$ cat config.mk
export PLATFORM = sky130hd
export DESIGN_NAME = backup_sequencer
export DESIGN_NICKNAME = d
export VERILOG_FILES = /design/src/backup_sequencer.sv
export SDC_FILE = /design/constraint.sdc
export NUM_CORES = 1
export LEC_CHECK = 0
export ABC_AREA = 1
export CAP_MARGIN = 20
export CORE_ASPECT_RATIO = 0.9
export CORE_UTILIZATION = 56
export DETAILED_ROUTE_END_ITERATION = 10
export DONT_BUFFER_PORTS = 1
export GPL_ROUTABILITY_DRIVEN = 0
export PLACE_DENSITY = 0.79
export SYNTH_ARGS = -nofsm -noshare
export SYNTH_HDL_FRONTEND = slang
export SYNTH_SLANG_ARGS = --single-unit
$ cat constraint.sdc
create_clock -name clk_sys -period 4.3 [get_ports clk_sys]
set_clock_uncertainty 0.1 [all_clocks]
set_input_delay 1.29 -clock clk_sys [delete_from_list [all_inputs] [get_ports clk_sys]]
set_output_delay 1.29 -clock clk_sys [all_outputs]
set_load 0.01 [all_outputs]
$ cat src/backup_sequencer.sv
`timescale 1ns/100ps

module backup_sequencer #(
	parameter int BK_SECTORS = 64
) (
	input  logic        clk_sys,
	input  logic        reset,
	input  logic        cart_download,
	input  logic        img_mounted,
	input  logic        img_readonly,
	input  logic        img_size_nz,
	input  logic        bk_load,
	input  logic        bk_save,
	input  logic        autosave,
	input  logic        osd_open,
	input  logic        nvram_write,
	input  logic        sd_ack,
	output logic [31:0] sd_lba,
	output logic        sd_rd,
	output logic        sd_wr,
	output logic        bk_busy,
	output logic        bk_loading,
	output logic        bk_pending,
	output logic        bk_ena
);

	logic old_download;
	logic old_load;
	logic old_save;
	logic old_osd;
	logic old_ack;
	logic start_load;
	logic start_save;
	logic last_sector;

	// Menu commands and the download end both count as load requests
	assign start_load = (bk_load & bk_ena & ~old_load) |
		(old_download & ~cart_download & img_size_nz & bk_ena);
	// Autosave fires when the menu opens with unsaved console writes
	assign start_save = (bk_save & bk_ena & ~old_save) |
		(osd_open & ~old_osd & autosave & bk_pending & bk_ena);
	assign last_sector = (sd_lba == 32'(BK_SECTORS - 1));

	always_ff @(posedge clk_sys) begin
		if (reset) begin
			old_download <= 1'b0;
			old_load     <= 1'b0;
			old_save     <= 1'b0;
			old_osd      <= 1'b0;
			old_ack      <= 1'b0;
		end else begin
			old_download <= cart_download;
			old_load     <= bk_load & bk_ena;
			old_save     <= bk_save & bk_ena;
			old_osd      <= osd_open;
			old_ack      <= sd_ack;
		end
	end

	// Save file gets mounted while the cart is still downloading
	always_ff @(posedge clk_sys) begin
		if (reset)
			bk_ena <= 1'b0;
		else if (cart_download & ~old_download)
			bk_ena <= 1'b0;
		else if (cart_download & img_mounted & ~img_readonly)
			bk_ena <= 1'b1;
	end

	always_ff @(posedge clk_sys) begin
		if (reset)
			bk_pending <= 1'b0;
		else if (bk_ena & ~osd_open & nvram_write)
			bk_pending <= 1'b1;
		else if (bk_busy)
			bk_pending <= 1'b0;
	end

	// ========================================================================
	// Sector loop
	// ========================================================================
	always_ff @(posedge clk_sys) begin
		if (reset) begin
			sd_lba     <= '0;
			sd_rd      <= 1'b0;
			sd_wr      <= 1'b0;
			bk_busy    <= 1'b0;
			bk_loading <= 1'b0;
		end else begin
			// Host has taken the request
			if (sd_ack & ~old_ack) begin
				sd_rd <= 1'b0;
				sd_wr <= 1'b0;
			end
			if (!bk_busy) begin
				if (start_load | start_save) begin
					bk_busy    <= 1'b1;
					bk_loading <= start_load;
					sd_lba     <= '0;
					sd_rd      <= start_load;
					sd_wr      <= ~start_load;
				end
			end else if (old_ack & ~sd_ack) begin
				if (last_sector) begin
					bk_busy    <= 1'b0;
					bk_loading <= 1'b0;
				end else begin
					sd_lba <= sd_lba + 1'b1;
					sd_rd  <= bk_loading;
					sd_wr  <= ~bk_loading;
				end
			end
		end
	end

endmodule

Word level (Yosys, flattened, before mapping)
Cells that the tools add are included.
- flip-flop bits (word level): 43
- output and inout port bits: 38
- equality and inequality tests: 4
- reductions and logical operators: 5
- mux-type cells: 24
- $add $sub $neg: 1
- bitwise operators: 32
- operator list (operator ; number):
    $mux 32 ; 4
    $add 32x1->32 const B ; 1
    $eq 32x6->1 const B ; 1
    $mux 1 ; 20
    $and 1x1->1 ; 18
    $not 1->1 ; 11
    $reduce_and 3->1 ; 2
    $ne 2x1->1 const B ; 2
    $reduce_bool 2->1 ; 2
    $or 1x1->1 ; 3
    $ne 2x2->1 const B ; 1
    $reduce_or 2->1 ; 1

Logic depth before layout (Yosys ltp)
Gate-level depths: netlist of run 1.
- depth after elaboration: 9
- gate-level depth with buffers: 13

Worst setup path after synthesis of run 1
Ideal clock, no wire load.
- path kind: input to register
- from: input port cart_download
- to: register sd_lba[31]
- data required time: 4084 ps
- library setup time: 116 ps
- stages on the path: 8
- slack: 1837 ps
- arrival: 2247 ps
- cells stage by stage: inv_1 nand4_1 o21ai_2 o21ai_0 nand2_4 buf_6 o21ai_0 nor2_1
- cells in the longest elaborated chain, start to end: 8
- RTL lines (what ; RTL line ; RTL):
    start: declaration ; 8 ; input logic cart_download,
    $not 1->1 ; 38 ; (old_download & ~cart_download & img_size_nz & bk_ena);
    $and 1x1->1 (3 in series) ; 38 ;
    $or 1x1->1 ; 37 ; assign start_load = (bk_load & bk_ena & ~old_load) |
    $or 1x1->1 ; 96 ; if (start_load | start_save) begin
    $reduce_bool 2->1 (no source line) ; -- ;
    $reduce_and 3->1 (no source line) ; -- ;
    end signal: assignment ; 108 ; sd_lba <= sd_lba + 1'b1;
    end: declaration ; 18 ; output logic [31:0] sd_lba,
No other way between the ends.
A chain may end at the register's enable or synchronous reset.

Final worst setup path of run 1
- from: input port sd_ack
- to: register sd_lba[26]
- cells in the longest elaborated chain, start to end: 4
- RTL lines (what ; RTL line ; RTL):
    start: declaration ; 17 ; input logic sd_ack,
    $not 1->1 ; 103 ; end else if (old_ack & ~sd_ack) begin
    $and 1x1->1 ; 103 ;
    $ne 2x1->1 (no source line) ; -- ;
    $reduce_and 3->1 (no source line) ; -- ;
No other way between the ends.

==> results of run 1 <==
==> kinds of logic (layout without fill, tap and decap cells) <==
family                     after synthesis  after routing  share of synthesized area
DFF                                     43             43                     0.3024
AOI/OAI and AO/OA                       44             44                    0.08704
and+or+nand+nor                        336            336                     0.4875
xor gates and xnor gates                 7              7                    0.02154
adders and majority gates                1              1                   0.004395
buffers and inverters                   69             68                    0.09714
==> per-layer routing <==
metal	global-route usage	vias up
li1	-	1530
met3	0.07763	24
met1	0.4204	1382
met2	0.4857	173
met4	0.1090	0
met5	0	-
==> final cells by class <==
class / instances / area (µm²) / share of cell area
flip-flops and latches: 43 / 860.8 / 0.2899
clock inverters: 3 / 23.77 / 0.008007
well taps: 65 / 81.33 / 0.02739
multi-input cells: 388 / 1709 / 0.5756
clock buffers: 5 / 68.82 / 0.02318
inverters: 60 / 225.2 / 0.07585
==> critical path, stage by stage <==
cell,delay [ns]
o21ai_0,0.46
nand3_2,0.42
nor2_1,0.44
nand3_1,0.12
nand2_1,0.08
==> synth_stat cells, types with 2 or more instances <==
cell type / instances
dfxtp_1: 43
a21oi_1: 22
o31ai_1: 2
inv_1: 60
nor3_1: 5
nand3_1: 21
nand3_2: 2
o21ai_0: 14
nand3b_1: 2
xor2_1: 6
a21oi_2: 2
nor2_2: 2
clkbuf_1: 4
nand4_1: 6
nand2_1: 187
nand2_2: 5
nor3b_1: 2
buf_6: 2
nor2_1: 99
buf_2: 2
==> metrics by stage <==
stage / setup WS [ns] / total power (W)
after floorplan: 1.837 / 0.0004771
after global placement: 1.430 / 0.0004847
after detailed placement: 1.369 / 0.0004860
after CTS: 1.659 / 0.0007570
after global routing: 1.491 / 0.0007789
final: 1.637 / 0.0007564
==> power by group through the flow <==
| stage | Sequential (W) | Clock [W] | Combinational (W) |
|---|---|---|---|
| final | 0.000413 | 0.000277 | 0.0000665 |
| after CTS | 0.000413 | 0.000280 | 0.0000647 |
| after floorplan | 0.000417 | 0 | 0.0000599 |
| after detailed placement | 0.000422 | 0 | 0.0000642 |
| after global routing | 0.000414 | 0.000292 | 0.0000731 |
| after global placement | 0.000422 | 0 | 0.0000628 |
==> worst min path at each step <==
stage                       startpoint                      end  depth (start not counted)
2_1_floorplan  bk_loading$_SDFFE_PP0P_  bk_loading$_SDFFE_PP0P_                          2
3_3_place_gp   bk_loading$_SDFFE_PP0P_  bk_loading$_SDFFE_PP0P_                          2
3_5_place_dp   bk_loading$_SDFFE_PP0P_  bk_loading$_SDFFE_PP0P_                          2
4_1_cts        bk_loading$_SDFFE_PP0P_  bk_loading$_SDFFE_PP0P_                          2
5_1_grt        bk_loading$_SDFFE_PP0P_  bk_loading$_SDFFE_PP0P_                          2
6_report       bk_loading$_SDFFE_PP0P_  bk_loading$_SDFFE_PP0P_                          2
==> results.json, run 1 <==
{
  "syn2layout_area_growth_pct": 4.308,
  "final_common_cell": "nand2_1",
  "syn_inst": 500,
  "switching_share": 0.2939,
  "drv_cap": 0,
  "crit_end": "sd_lba[26]$_SDFFE_PP0P_",
  "crit_required_ns": 4.46,
  "total_leakage_power_nw": 1.167,
  "regToRegSetupSlack_ns": 1.95,
  "numCtsBuffers": 5,
  "clock_sinks": 43,
  "vias": 3109,
  "clock_path_buffers": 2,
  "setup_viol": 0,
  "via_per_inst": 5.512,
  "fmax_mhz": 375.5,
  "place_area_mm2": 0.002877,
  "slew_headroom": 0.4904,
  "rows": 24,
  "cts_tree": "done",
  "peakVddDrop_mv": 0.2240,
  "die_w_um": 77.15,
  "drcViolationCount": 0,
  "grt_max_degree": 26,
  "largest_reg_flops": 32,
  "met3_length_um": 936,
  "r2r-start": "bk_busy$_SDFF_PP0_",
  "postLayoutCellArea_mm2": 0.002969,
  "start_util": 0.5851,
  "drtIter0Drc": 325,
  "r2r-end": "sd_lba[11]$_SDFFE_PP0P_",
  "wl_met1_mm": 3.489,
  "dp_hpwl_mm": 6.052,
  "n_fill_cell": 524,
  "fp.dieH_um": 69.64,
  "synth.avg_cell_area_um2": 5.693,
  "powerDensity_mw_per_mm2": 254.8,
  "die_area_mm2": 0.005372,
  "max_slew.worst_pin.slew_ns": 0.7636,
  "hp-class": "reg -> reg",
  "p_int_w": 0.0005341,
  "ys_ff_latch": 43,
  "clkLatencyLatePin_ns": 0.31,
  "min_period_ns": 2.663,
  "synthTopCellsByArea": "dfxtp_1 30%, nand2_1 25%, nor2_1 13%, inv_1 7.9%, a21oi_1 3.9%",
  "post-cts-setup-buffer-count": 0,
  "portBuffers": 0,
  "combPwrFrac": 0.088,
  "crit_arrival_ns": 2.82,
  "overflow": 0,
  "crit_start": "sd_ack",
  "maxSlewViolCount": 0,
  "detail_route.first_pass.iterations": 5,
  "fin_crit_sh": 0.6193,
  "cts_resized": 0,
  "largest_register": "sd_lba",
  "timing.hold.ws_ns": 0.4220,
  "ys_types": 32,
  "diodes": 0,
  "antenna_found_initial": 0,
  "final_cell_mix": "187 x nand2_1, 99 x nor2_1, 60 x inv_1",
  "clk_pin_slew_ns": 0.09,
  "grt_pass1_vias": 2881,
  "io-pin-count": 50,
  "grtUsageTotal": 0.3129,
  "synth_largest_area_cell": "dfxtp_1",
  "critPathMaxFanout": 15,
  "syn_nets": 513,
  "yosysWarnings": 0,
  "wl_met2_mm": 3.552,
  "seq_power_share": 0.546,
  "synth_top_flop_cell": "dfxtp_1",
  "start_kind": "input port",
  "async_flop_share": 0,
  "finalHoldViolations": 0,
  "fin_util": 0.6103,
  "grt_pass1_wl_mm": 13.19,
  "worst-r2r-cell-count": 7,
  "drive_gt1_frac": 0.04810,
  "hold_buffers": 0,
  "root_buffer": "clkbuf_8",
  "yosysSeqAreaShare": 0.3024,
  "critical_path_class": "in -> reg",
  "antenna_left": 0,
  "clkPwrFrac": 0.366,
  "drt_wl_total_mm": 8.153,
  "post_drt_wl_per_cell_um": 14.46,
  "p_switching_w": 0.0002223,
  "cts_max_level": 2,
  "final_cells": 564,
  "finalNetCount": 511,
  "dpl.cell_count": 556,
  "status": "complete, no violations",
  "top_layer": "met4",
  "synth_edf_count": 0,
  "coreArea_mm2": 0.004865,
  "rsz0062_at_grt": "no",
  "crit_path_end_kind": "flip-flop",
  "final.setup.tns_ns": 0,
  "syn_area_mm2": 0.002846,
  "yosysTopAreaCellShare": 0.3024
}
(Power assumes the default switching activity.)
==> inputs of run 2 (changes only) <==
==> constraint.sdc (replaced) <==
create_clock -name clk_sys -period 2.8 [get_ports clk_sys]
set_clock_uncertainty 0.1 [all_clocks]
set_input_delay 0.84 -clock clk_sys [delete_from_list [all_inputs] [get_ports clk_sys]]
set_output_delay 0.84 -clock clk_sys [all_outputs]
set_load 0.01 [all_outputs]
==> run 2 against run 1 <==
Compared with the run above:
- largest cell class unchanged
- register-to-register slack got worse by 1.5 ns
- power rose by 64%
- critical endpoint unchanged
- setup slack got worse by 1.2 ns
==> results.json, run 2 (synthesis gave the netlist of run 1 again) <==
{
  "post-cts-setup-buffer-count": 0,
  "fp.dieH_um": 69.64,
  "total_leakage_power_nw": 1.193,
  "use_met1": 0.4250,
  "peakVddDrop_mv": 0.2935,
  "root_buffer": "clkbuf_8",
  "final_cell_mix": "187 x nand2_1, 99 x nor2_1, 60 x inv_1",
  "largest_reg_flops": 32,
  "post_drt_wl_per_cell_um": 13.97,
  "clk_pin_slew_ns": 0.09,
  "via_per_inst": 5.486,
  "numCtsBuffers": 5,
  "critical_path_class": "reg -> reg",
  "die_w_um": 77.15,
  "final_common_cell": "nand2_1",
  "clkPwrFrac": 0.403,
  "combPwrFrac": 0.086,
  "rsz0062_at_grt": "no",
  "regToRegSetupSlack_ns": 0.48,
  "drv_cap": 0,
  "clock_path_buffers": 2,
  "dp_worst_setup_slack_ns": 0.5335,
  "portBuffers": 0,
  "min_period_ns": 2.317,
  "fin_crit_sh": 0.8276,
  "drive_gt1_frac": 0.05190,
  "seq_power_share": 0.511,
  "timing.hold.ws_ns": 0.4270,
  "worst-r2r-cell-count": 12,
  "grt_max_degree": 26,
  "clock_sinks": 43,
  "grtUsageTotal": 0.3126,
  "die_area_mm2": 0.005372,
  "diodes": 0,
  "worst_slack_ns": 0.4829,
  "use_met3": 0.07500,
  "start_kind": "flip-flop",
  "powerDensity_mw_per_mm2": 413.4,
  "vias": 3105,
  "cts_resized": 0,
  "busiest_layer": "met2",
  "clkLatencyLatePin_ns": 0.31,
  "fin_util": 0.6175,
  "antenna_left": 0,
  "p_switching_w": 0.0003291,
  "use_met2": 0.4730,
  "holdPathEnd": "bk_loading$_SDFFE_PP0P_",
  "start_util": 0.5851,
  "r2r-end": "sd_lba[26]$_SDFFE_PP0P_",
  "dp_hpwl_mm": 6.006,
  "final.setup.tns_ns": 0,
  "io-pin-count": 50,
  "grt_pass1_wl_mm": 13.34,
  "drcViolationCount": 0,
  "syn2layout_area_growth_pct": 5.538,
  "hold_buffers": 0,
  "overflow": 0,
  "holdCritStartpoint": "bk_loading$_SDFFE_PP0P_",
  "cts_max_level": 2,
  "crit_arrival_ns": 2.47,
  "p_int_w": 0.0009127,
  "critPathMaxFanout": 14,
  "hp-class": "reg -> reg",
  "cts_tree": "done",
  "maxSlewViolCount": 0,
  "max_slew.worst_pin.slew_ns": 0.5425,
  "power.total_w": 0.001242,
  "crit_path_end_kind": "flip-flop",
  "drtIter0Drc": 278,
  "setup_viol": 0,
  "switching_share": 0.2650,
  "coreArea_mm2": 0.004865,
  "antenna_found_initial": 0,
  "drt_wl_total_mm": 7.905,
  "grt_pass1_vias": 2857,
  "status": "complete, no violations",
  "largest_register": "sd_lba",
  "r2r-start": "sd_lba[0]$_SDFFE_PP0P_",
  "finalNetCount": 513,
  "detail_route.first_pass.iterations": 5,
  "finalHoldViolations": 0,
  "rows": 24,
  "slew_headroom": 0.6345,
  "hold_depth": 2,
  "fmax_mhz": 431.6,
  "crit_required_ns": 2.96
}
==> run 2: per-stage QoR <==
stage / instance area [µm²] / instances
detailed placement: 2892 / 558
CTS: 3004 / 566
floorplan: 2846 / 500
global route: 3004 / 566
finish: 3004 / 566
global placement: 2892 / 558
==> run 2: worst max path at each step <==
stage,startpoint,to,depth (start not counted)
floorplan,cart_download,sd_lba[31]$_SDFFE_PP0P_,8
global placement,cart_download,sd_lba[31]$_SDFFE_PP0P_,7
detailed placement,cart_download,sd_lba[26]$_SDFFE_PP0P_,11
CTS,sd_lba[0]$_SDFFE_PP0P_,sd_lba[26]$_SDFFE_PP0P_,12
global route,sd_lba[0]$_SDFFE_PP0P_,sd_lba[25]$_SDFFE_PP0P_,12
finish,sd_lba[0]$_SDFFE_PP0P_,sd_lba[26]$_SDFFE_PP0P_,12
==> run 2: power by group through the flow <==
stage	registers, W	clock network [W]	logic (W)
floorplan	0.000641	0	0.0000920
global placement	0.000648	0	0.000102
detailed placement	0.000648	0	0.000105
CTS	0.000634	0.000501	0.000105
global route	0.000636	0.000526	0.000119
finish	0.000634	0.000501	0.000107
==> run 2: layout make-up <==
cell class | instances | area, µm²
clock buffer | 5 | 68.82
clock inverter | 3 | 43.79
fill | 521 | 1861
inverter | 60 | 225.2
multi-input combinational | 388 | 1709
sequential | 43 | 860.8
tap | 65 | 81.33
timing repair buffer | 2 | 15.01
==> run 2: critical path, cell delays in order (launching register included) <==
cell	delay, ns
dfxtp_1	0.48
ha_1	0.28
nand2_2	0.11
nor2_4	0.14
nand2_1	0.08
nor2_2	0.16
nand3_1	0.16
nand3_2	0.12
buf_4	0.22
nand2_2	0.16
inv_1	0.13
nand2_1	0.05
nand2_1	0.07
==> run 2: metal layers <==
layer  vias to the layer above  share of wire
li1                       1542              -
met1                      1384           0.44
met2                       158           0.44
met3                        21           0.10
met4                         0          0.022
met5                         -              0
==> inputs of run 3 (changes only) <==
==> constraint.sdc (replaced) <==
create_clock -name clk_sys -period 2.2 [get_ports clk_sys]
set_clock_uncertainty 0.1 [all_clocks]
set_input_delay 0.66 -clock clk_sys [delete_from_list [all_inputs] [get_ports clk_sys]]
set_output_delay 0.66 -clock clk_sys [all_outputs]
set_load 0.01 [all_outputs]
==> run 3 against run 2 <==
Compared with the run above:
- hold slack worse by 0.11 ns
- register-to-register slack worse by 0.28 ns
- clock power up 30%
- power up 29%
- global-route usage up 0.37 points
- sequential share of layout area down 1.1 points
- via count up 2.9%
- sequential power up 26%
- final cell count up 2.7%
- clock-buffer cell count unchanged
- maximum frequency up 16%
- largest power group unchanged
==> results.json, run 3 (synthesis gave the netlist of run 1 again) <==
{
  "status": "complete, no violations",
  "critical_path_class": "reg -> reg",
  "slew_headroom": 0.6175,
  "worst_slack_ns": 0.2041,
  "drt_wl_total_mm": 8.269,
  "peakVddDrop_mv": 0.4842,
  "drtIter0Drc": 328,
  "final.setup.tns_ns": 0,
  "drcViolationCount": 0,
  "grt_pass1_wl_mm": 13.33,
  "largest_reg_flops": 32,
  "crit_path_end_kind": "flip-flop",
  "start_kind": "flip-flop",
  "fin_crit_sh": 0.9072,
  "path_cells": "nand2_1, nor2_1, nand2_1, nor2_1, inv_1, nor2_1, nand2_1, nand2_1, nand2_1, nand2_1, inv_1",
  "hp-class": "in -> reg",
  "cts_tree": "done",
  "vias": 3196,
  "die_w_um": 77.15,
  "max_slew.worst_pin.slew_ns": 0.5716,
  "dp_hpwl_mm": 6.189,
  "finalHoldViolations": 0,
  "cp_num_buf_inv": 2,
  "worst_path_max_delay_cell": "dfxtp_1",
  "antenna_left": 0,
  "clock_sinks": 43,
  "crit_required_ns": 2.31,
  "min_period_ns": 1.996,
  "io-pin-count": 50,
  "final_cell_mix": "187 x nand2_1, 99 x nor2_1, 60 x inv_1",
  "overflow": 0,
  "cts_resized": 0,
  "fmax_mhz": 501.0,
  "cts_max_level": 2,
  "finalNetCount": 528,
  "slowest_delay_ns": 0.50,
  "total_leakage_power_nw": 1.273,
  "dp_worst_setup_slack_ns": 0.2008,
  "path_common_cell": "nand2_1",
  "via_per_inst": 5.501,
  "final_common_cell": "nand2_1",
  "grt_pass1_vias": 2846,
  "drv_cap": 0,
  "post_drt_wl_per_cell_um": 14.23,
  "post-cts-setup-buffer-count": 0,
  "clkLatencyLatePin_ns": 0.31,
  "grt_max_degree": 26,
  "portBuffers": 0,
  "root_buffer": "clkbuf_8",
  "powerDensity_mw_per_mm2": 514.5,
  "largest_register": "sd_lba",
  "fp.dieH_um": 69.64,
  "maxSlewViolCount": 0,
  "start_util": 0.5851,
  "die_area_mm2": 0.005372,
  "coreArea_mm2": 0.004865,
  "diodes": 0,
  "drive_gt1_frac": 0.07946,
  "grtUsageTotal": 0.3163,
  "numCtsBuffers": 5,
  "rsz0062_at_grt": "no",
  "crit_arrival_ns": 2.11,
  "critPathMaxFanout": 6,
  "rows": 24,
  "clock_path_buffers": 2,
  "setup_viol": 0,
  "clk_pin_slew_ns": 0.09,
  "syn2layout_area_growth_pct": 9.626,
  "power.total_w": 0.001605,
  "antenna_found_initial": 0,
  "hold_buffers": 0,
  "crit_family": "simple AND/OR/NAND/NOR gates",
  "detail_route.first_pass.iterations": 6
}
==> run 3: changes by cell type in the layout (fill, tap and decap cells not counted) <==
cell	change
clkinv_2	-1
inv_6	+1
buf_4	+15
==> run 3: worst paths after layout <==
path / to / from / slack [ns] / cells after the start
setup / recovery: sd_lba[18]$_SDFFE_PP0P_ / sd_lba[15]$_SDFFE_PP0P_ / 0.20 / 11
hold / removal: sd_lba[24]$_SDFFE_PP0P_ / reset / 0.31 / 1
setup reg to reg: sd_lba[18]$_SDFFE_PP0P_ / sd_lba[15]$_SDFFE_PP0P_ / 0.20 / 11
hold reg to reg: bk_loading$_SDFFE_PP0P_ / bk_loading$_SDFFE_PP0P_ / 0.42 / 2
==> run 3: worst reg2reg max path, cell delays in order, from the launching register on <==
cell     delay, ns
dfxtp_1       0.50
nand2_1       0.16
nor2_1        0.22
nand2_1       0.14
nor2_1        0.16
inv_1         0.10
nor2_1        0.22
nand2_1       0.08
nand2_1       0.06
nand2_1       0.06
nand2_1       0.07
inv_1         0.03
==> run 3: per-layer routing <==
layer | routed length, µm | up-vias | share of wire | track usage
met1 | 3649 | 1422 | 0.44 | 0.4308
met2 | 3588 | 182 | 0.43 | 0.4956
li1 | - | 1569 | - | -
met4 | 210 | 0 | 0.025 | 0.1069
met3 | 820 | 23 | 0.099 | 0.06447
met5 | 0 | - | 0 | 0
==> run 3: power by group <==
| group | internal, W | switching, W | total [W] |
|---|---|---|---|
| Clock | 0.000344 | 0.000307 | 0.000651 |
| Sequential | 0.000788 | 0.0000108 | 0.000798 |
| Combinational | 0.0000440 | 0.000112 | 0.000156 |
==> run 3: area by class of cell <==
class                      count  area [µm²]
clock buffer                   5       68.82
clock inverter                 3       47.55
fill                         504        1744
inverter                      60       225.2
multi-input combinational    388        1709
sequential                    43       860.8
tap                           65       81.33
timing repair buffer          17       127.6
==> run 3: through the flow <==
step | instance area (µm²) | hold slack, ns | std cells | util
after floorplan | 2846 | 0.3953 | 500 | -
after global placement | 3004 | 0.4128 | 573 | 0.6175
after detailed placement | 3004 | 0.4089 | 573 | 0.6175
after CTS | 3120 | 0.3095 | 581 | 0.6415
after global routing | 3120 | 0.2916 | 581 | 0.6415
final | 3120 | 0.3120 | 581 | 0.6415
